$ cat config.mk
export PLATFORM = sky130hd
export DESIGN_NAME = mem_stage
export DESIGN_NICKNAME = d
export VERILOG_FILES = /design/src/source/mem_pkg.sv /design/src/source/load_align.sv /design/src/source/mem_stage.sv
export SDC_FILE = /design/constraint.sdc
export NUM_CORES = 1
export LEC_CHECK = 0
export BUFFER_PORTS_ARGS = -buffer_cell sky130_fd_sc_hd__clkbuf_2
export CAP_MARGIN = 10
export CORE_AREA = 2 2 80 82
export CTS_BUF_LIST = sky130_fd_sc_hd__clkbuf_4 sky130_fd_sc_hd__clkbuf_8
export CTS_CLUSTER_DIAMETER = 50
export CTS_CLUSTER_SIZE = 28
export DETAILED_ROUTE_END_ITERATION = 8
export DIE_AREA = 0 0 82 84
export HOLD_SLACK_MARGIN = 0.02
export MAX_ROUTING_LAYER = met4
export PLACE_DENSITY = 0.83
export SYNTH_ARGS = -nofsm -noshare
export SYNTH_HDL_FRONTEND = slang
export SYNTH_SLANG_ARGS = --single-unit
$ cat constraint.sdc
create_clock -name clk_i -period 3.8 [get_ports clk_i]
set_input_delay 0.76 -clock clk_i [delete_from_list [all_inputs] [get_ports clk_i]]
set_output_delay 0.76 -clock clk_i [all_outputs]
set_load 0.02 [all_outputs]
$ cat src/source/mem_pkg.sv
`default_nettype none

package mem_pkg;

    // datapath widths
    parameter int XLEN       = 32;
    parameter int REG_ADDR_W = 5;    // x0..x31

    // operations that reach the memory stage from execute
    // anything that is not a load or store shows up as OP_ALU
    typedef enum logic [7:0] {
        OP_NOP = 8'h00,
        OP_ALU = 8'h01,    // plain result, passes straight through

        // stores
        OP_SB  = 8'h10,
        OP_SH  = 8'h11,
        OP_SW  = 8'h12,

        // loads, signed then unsigned
        OP_LB  = 8'h20,
        OP_LH  = 8'h21,
        OP_LW  = 8'h22,
        OP_LBU = 8'h23,
        OP_LHU = 8'h24
    } alu_op_e;

    // access size sent to the data RAM
    typedef enum logic [1:0] {
        MEM_NOP  = 2'b00,
        MEM_BYTE = 2'b01,
        MEM_HALF = 2'b10,
        MEM_WORD = 2'b11
    } mem_sel_e;

endpackage

`default_nettype wire

$ cat src/source/load_align.sv
`timescale 1ns/1ps
`default_nettype none

module load_align (
    input  mem_pkg::alu_op_e          op_i,
    input  logic [1:0]                addr_lo_i,
    input  logic [mem_pkg::XLEN-1:0]  word_i,
    output logic [mem_pkg::XLEN-1:0]  data_o
);

    logic [7:0]  byte_val;
    logic [15:0] half_val;

    // little endian lane pick
    assign byte_val = word_i[8*addr_lo_i +: 8];
    assign half_val = addr_lo_i[1] ? word_i[31:16] : word_i[15:0];    // bit 0 ignored

    always_comb begin
        case (op_i)
            mem_pkg::OP_LB: begin
                data_o = {{(mem_pkg::XLEN-8){byte_val[7]}}, byte_val};
            end
            mem_pkg::OP_LBU: begin
                data_o = {{(mem_pkg::XLEN-8){1'b0}}, byte_val};
            end
            mem_pkg::OP_LH: begin
                data_o = {{(mem_pkg::XLEN-16){half_val[15]}}, half_val};
            end
            mem_pkg::OP_LHU: begin
                data_o = {{(mem_pkg::XLEN-16){1'b0}}, half_val};
            end
            default: begin
                data_o = word_i;    // LW, and don't care for the rest
            end
        endcase
    end

endmodule

`default_nettype wire

$ cat src/source/mem_stage.sv
`timescale 1ns/1ps
`default_nettype none

module mem_stage #(
    parameter int ADDR_WIDTH = 10
) (
    input  logic                            clk_i,
    input  logic                            rst_i,

    // from execute
    input  mem_pkg::alu_op_e                aluop_i,
    input  logic [mem_pkg::REG_ADDR_W-1:0]  rd_i,
    input  logic [mem_pkg::XLEN-1:0]        wdata_i,
    input  logic                            wreg_i,
    input  logic [mem_pkg::XLEN-1:0]        mem_reg2_i,    // rs2, store data
    input  logic [ADDR_WIDTH-1:0]           mem_addr_i,

    // data RAM side
    input  logic [mem_pkg::XLEN-1:0]        ram_rdata_i,
    output logic [ADDR_WIDTH-1:0]           ram_addr_o,
    output logic                            ram_we_o,
    output mem_pkg::mem_sel_e               ram_sel_o,
    output logic [mem_pkg::XLEN-1:0]        ram_wdata_o,

    // to writeback
    output logic [mem_pkg::REG_ADDR_W-1:0]  rd_o,
    output logic [mem_pkg::XLEN-1:0]        wdata_o,
    output logic                            wreg_o
);

    mem_pkg::mem_sel_e         sel;
    logic                      is_store;
    logic                      is_load;
    logic [mem_pkg::XLEN-1:0]  load_data;
    logic [mem_pkg::XLEN-1:0]  wb_data;

    // operation decode into a RAM request
    always_comb begin
        sel      = mem_pkg::MEM_NOP;
        is_store = 1'b0;
        is_load  = 1'b0;
        case (aluop_i)
            mem_pkg::OP_SB: begin
                sel      = mem_pkg::MEM_BYTE;
                is_store = 1'b1;
            end
            mem_pkg::OP_SH: begin
                sel      = mem_pkg::MEM_HALF;
                is_store = 1'b1;
            end
            mem_pkg::OP_SW: begin
                sel      = mem_pkg::MEM_WORD;
                is_store = 1'b1;
            end
            mem_pkg::OP_LB, mem_pkg::OP_LBU: begin
                sel     = mem_pkg::MEM_BYTE;
                is_load = 1'b1;
            end
            mem_pkg::OP_LH, mem_pkg::OP_LHU: begin
                sel     = mem_pkg::MEM_HALF;
                is_load = 1'b1;
            end
            mem_pkg::OP_LW: begin
                sel     = mem_pkg::MEM_WORD;
                is_load = 1'b1;
            end
            default: ;    // NOP and ALU results leave memory alone
        endcase
    end

    assign ram_addr_o  = mem_addr_i;
    assign ram_sel_o   = sel;
    assign ram_wdata_o = mem_reg2_i;    // RAM does the lane replication
    assign ram_we_o    = is_store & ~rst_i;    // no writes while in reset

    load_align u_load_align (
        .op_i      (aluop_i),
        .addr_lo_i (mem_addr_i[1:0]),
        .word_i    (ram_rdata_i),
        .data_o    (load_data)
    );

    assign wb_data = is_load ? load_data : wdata_i;

    // writeback register, one cycle latency
    always_ff @(posedge clk_i) begin
        if (rst_i) begin
            rd_o    <= '0;
            wdata_o <= '0;
            wreg_o  <= 1'b0;
        end else begin
            rd_o    <= rd_i;
            wdata_o <= wb_data;
            wreg_o  <= wreg_i;
        end
    end

endmodule

`default_nettype wire

; After elaboration in Yosys (flattened, before gate mapping)
; Index checks and enable logic that the tools add are counted.
[word_totals]
ff_bits = 38
latch_bits = 0
mem_bits_rw = 0
romBits = 0
in_bits = 122
output_inout_bits = 83
wordCells = 25
mem_count = 0
[op_classes]
addsub = 0
mul = 0
n_div = 0
magnitude_cmp = 0
eq_ne = 8
shift = 1
mux = 6
bitwise = 2
reduce_logical = 5
[op_table]
columns = operator, n
row1 = one-hot mux 32 bit (4 select lines), 1
row2 = == test 8 x 6 -> 1 bit (second input constant), 5
row3 = two-way mux 32 bit, 1
row4 = variable part select 32 x 6 -> 8 bit, 1
row5 = == test 8 x 5 -> 1 bit (second input constant), 3
row6 = two-way mux 16 bit, 1
row7 = OR reduction 3 bit, 3
row8 = one-hot mux 2 bit (3 select lines), 1
row9 = OR reduction 5 bit, 1
row10 = two-way mux 1 bit, 2
row11 = OR reduction 2 bit, 1
row12 = AND 1 bit, 1
row13 = inverter 1 bit, 1

; Longest topological paths before layout
[logic_depth]
ltp_word = 4
ltp_mapped = 7
depth_no_buf = 4

; Hierarchy
; From an unflattened synthesis, not the netlist that was laid out.
[hier_totals]
hier_cells = 299
area_unflattened_um2 = 2776.4
[modules_own_cells]
columns = mod, n_inst, cells_per_inst, area_each_um2, seq_area_each_um2
row1 = mem_stage, 1, 207, 2014.4, 760.7
row2 = load_align, 1, 92, 762.0, 0.0

; Worst setup path after synthesis
; No wires, ideal clock.
[synth_path]
path_kind = in2out
startpoint = input aluop_i[7]
endpoint = output ram_sel_o[1]
t_arrival_ns = 2.120
required_ns = 3.040
path_slack_ns = 0.920
cell_stages = 5
path_buffers = 1
path_cell_list = nor4b_1 clkbuf_1 nor2_1 or3_1 a21oi_1
[synth_between]
elab_chain_len = 3
word_cells_on_any_way = 12
cone_classes = eq/ne: 8 / mux: 1 / reduce/logical: 3
[synth_lines]
columns = item, line
row1 = "start, declared", mem_stage.sv:11  ; input mem_pkg::alu_op_e aluop_i,
row2 = == test 8 x 5 -> 1 bit / == test 8 x 6 -> 1 bit (equally long branches), mem_stage.sv:42  ; case (aluop_i)
row3 = OR reduction 3 bit (no line) / OR reduction 2 bit (equally long branches), --
row4 = one-hot mux 2 bit (3 select lines) *, mem_stage.sv:42
row5 = "end, declared", mem_stage.sv:22  ; output mem_pkg::mem_sel_e ram_sel_o,
; Mark *: on every way between the ends. The rest lies on a longest branch, timed or not.

; Worst setup path after layout
; Ends and elaborated chain as after synthesis.

==> summary.md <==
The flow ran to the end, and the final reports show no timing, DRC or antenna violations. The area growth from synthesis to layout is 18.9%. The die boundary width was 82 µm; the count of routing violations after the opening detailed-route iteration was 215. The tools report the number of warnings issued by yosys as 0. The tools report the hold-critical path endpoint as rd_o[3]. Setup slack on the critical path of the routed design comes to 0.897 ns.

Clock-pin slew was measured on the worst setup and hold paths at 0.07 ns. The final global-route overflow total came out at 0. The hold path startpoint is rd_i[3]. The run gives 0.00689 mm² as the die outline area. For this run, the register share of the synthesized area comes to 32.0%. The synthesized netlist occupies a cell area of 0.00238 mm².

In this run the count of I/O pins placed on the die edge is 205. The clock passes through at most 2 buffers. The run gives 0 as the number of remaining DRC errors.

The die is 84 µm tall. The number of synthesized register bits was 38; the detailed placer's ending HPWL was 5860 µm. Entering global routing, the biggest net connects 40 pins.

Of the cells placed in the final design, the portion with a size suffix greater than 1 is 45.9%. The worst supply voltage drop on vdd was 185 µV; the number of post-CTS setup repair buffers was 0. The repair_antennas step left the layout with diodes totalling 0. Counting every sink on the clock net gives 38. The final critical path takes up 76.4% of the cycle. The number of standard-cell rows in the floorplan is 29. The required time reported for the critical path endpoint was 3.04 ns; the arrival time of data at the critical path endpoint was 2.14 ns.

The largest single stage delay on the critical path is 0.35 ns. The first-pass iteration count of the detailed router is 4. After filler insertion, the fill cell instance count of the layout stands at 592. For the depth of the CTS H-tree, the log shows 2. Once the clock tree was built, the resizer swapped 0 gates to a different size. The initial core utilization is 39.0%, and the footprint of the multi-input gates is 0.00120 mm². The final layout contains routed wiring with a total length of 7440 µm. At the end of routability-driven placement, the weighted congestion stood at 0.876. Using the TritonRoute via totals, the vias-per-cell ratio works out to 5.42.

Input and output buffers added on the ports amount to 124. Counting distinct cell types in the post-synthesis netlist gives 30. The gate count after technology mapping was 271; the number of hold buffers added after CTS was 0.

Start point of the critical path: aluop_i[7]. In this design, the critical path's most frequently occurring cell is sky130_fd_sc_hd__clkbuf_2. The run gives 0.00272 mm² as the instance area at placement.

The cell count of the worst hold path works out to 2. TritonCTS built the clock tree. Max-slew violation total from the final report: 0. The total via count after detailed routing came out at 2272.

In this run the power density over the cells is 349 mW/mm². The tools report the clock root buffer as sky130_fd_sc_hd__clkbuf_8. Once layout is done, the placed cells without fillers occupy 0.00283 mm².

The power after layout was 986 µW. Broken down by cell family, the worst path's largest delay share belongs to simple AND/OR/NAND/NOR gates. The logs give 0 for the initial antenna violation count and 0 ns for the accumulated negative setup slack. The first global-routing pass estimated 11000 µm of wire.

In this run the remaining antenna-violating nets after routing total 0. For the final layout net count, the log shows 463. STA classifies the critical path endpoint as a primary output. Setup violations remaining at the end of the flow were counted as 0. Counting every net in the synthesized netlist gives 393. In this run the static leakage power is 0.00133 µW. For this run, the total global-route usage over all layers was measured as 21.6%. Setup repair after global routing left no endpoint under its margin.

The slowest stage of the critical path is the sky130_fd_sc_hd__or3_1 cell. Final number of hold-violating endpoints: 0. At the pin with the least slew margin, the transition time is 0.848 ns. Based on the critical path, the design can be clocked at up to 344 MHz. The buffering stage count on the worst path with inverters included came out at 3. The number of clock buffers added by TritonCTS is 5. The tools report the via count of the first global-routing pass as 2213. The worst path needs 2.90 ns of the cycle, external delays included. The tools report the kind of launch point of the worst setup path as an input pin.

The sequential standard cell area was 761 µm². The critical path goes through clkbuf_2 > nor4b_1 > buf_4 > nor2_1 > or3_1 > a21oi_1 > clkbuf_2. The routed length per instance is 17.8 µm, and the number of max-cap violations is 0. Each instance of the synthesized netlist takes up on average 8.78 µm².

In this run the standard cell core region covers 0.00610 mm². The total number of cells along the worst setup path is 7. The worst setup path is of the in2out kind. Measured against its own limit, the worst slew margin works out to 43.0%.

Along the worst path, the maximum fanout reaches 11. Class of the worst hold path: in2reg. Timing analysis after detailed placement gives a worst setup slack of 0.827 ns.
[how the worst max path moves through the flow]
stage / endpoint
after floorplan: ram_sel_o[1]
after global placement: wdata_o[12]
after detailed placement: wdata_o[12]
after CTS: ram_sel_o[1]
after global routing: ram_sel_o[1]
final: ram_sel_o[1]
[layer usage]
layer	global-route usage [%]	wire length, µm
met1	20.8	2420
met2	38.7	4040
met3	5.41	700
met4	11.4	291
met5	-	0
[synth_stat cells, drive strengths merged]
library cell | n | area share [%]
nor4 | 2 | 0.79
a211oi | 24 | 7.6
nand3 | 1 | 0.21
mux2 | 10 | 4.7
and3 | 9 | 2.4
or4b | 1 | 0.58
nor2b | 13 | 3.4
mux4 | 8 | 7.6
nand2 | 17 | 2.7
a21oi | 2 | 0.42
and2 | 1 | 0.26
a2111o | 1 | 0.47
xnor2 | 2 | 0.74
or3 | 3 | 0.79
clkbuf | 11 | 1.7
a2bb2oi | 1 | 0.37
a221oi | 16 | 5.9
nor4b | 2 | 0.74
dfxtp | 38 | 32
nor3 | 12 | 3.0
nor2 | 35 | 5.5
and4b | 1 | 0.42
buf | 53 | 16
o21a | 1 | 0.32
o21ai | 7 | 1.5
[cell families after synthesis]
logic type                share of synthesized area, %
and+or+nand+nor                                   20.8
buffers and inverters                             17.7
AOI/OAI and AO/OA                                 16.5
DFF                                               32.0
muxes                                             12.3
xor gates and xnor gates                         0.736
[cells in the final DEF (no fill, tap or decap), types with 2 or more instances in the layout]
cell type                  Yosys  routed
sky130_fd_sc_hd__nor3_1       11      10
sky130_fd_sc_hd__nor2b_1      13      13
sky130_fd_sc_hd__clkbuf_2      0     124
sky130_fd_sc_hd__a211oi_1     24      24
sky130_fd_sc_hd__mux4_2        8       8
sky130_fd_sc_hd__a221oi_1     16      16
sky130_fd_sc_hd__or3_1         3       3
sky130_fd_sc_hd__clkbuf_8      0       5
sky130_fd_sc_hd__dfxtp_1      38      38
sky130_fd_sc_hd__mux2_2       10      10
sky130_fd_sc_hd__buf_4        42       2
sky130_fd_sc_hd__clkbuf_4      0       2
sky130_fd_sc_hd__a21oi_1       2       2
sky130_fd_sc_hd__nand2_1      17      17
sky130_fd_sc_hd__nor2_1       35      35
sky130_fd_sc_hd__nor4b_1       2       2
sky130_fd_sc_hd__and3_1        9       9
sky130_fd_sc_hd__xnor2_1       2       2
sky130_fd_sc_hd__o21ai_0       7       7
[flip-flops by register name, summed over array words and instances, names as in the netlist]
signal,count
rd_o,5
wdata_o,32
wreg_o,1
[area by class of cell]
type,count,area share [%]
repair buffers,127,23.2
flip-flops and latches,38,26.9
clock inverters,1,1.06
well taps,77,3.41
clock buffers,7,2.96
multi-input cells,169,42.5
[metrics by stage]
stage | hold WS, ns | utilization (%) | std cells
2_1_floorplan | 0.888 | - | 271
3_5_place_dp | 0.977 | 44.5 | 411
6_report | 0.681 | 46.4 | 419
4_1_cts | 0.676 | 46.4 | 419
5_1_grt | 0.687 | 46.4 | 419
3_3_place_gp | 0.977 | 44.5 | 411
[report_power, final]
part	leakage, µW	internal [µW]	total (µW)	switching (µW)
Combinational	0.000953	91.1	206	115
Clock	0.0000593	211	352	142
Sequential	0.000317	421	428	7.12
Note: power is estimated with default switching activity, not from simulation.
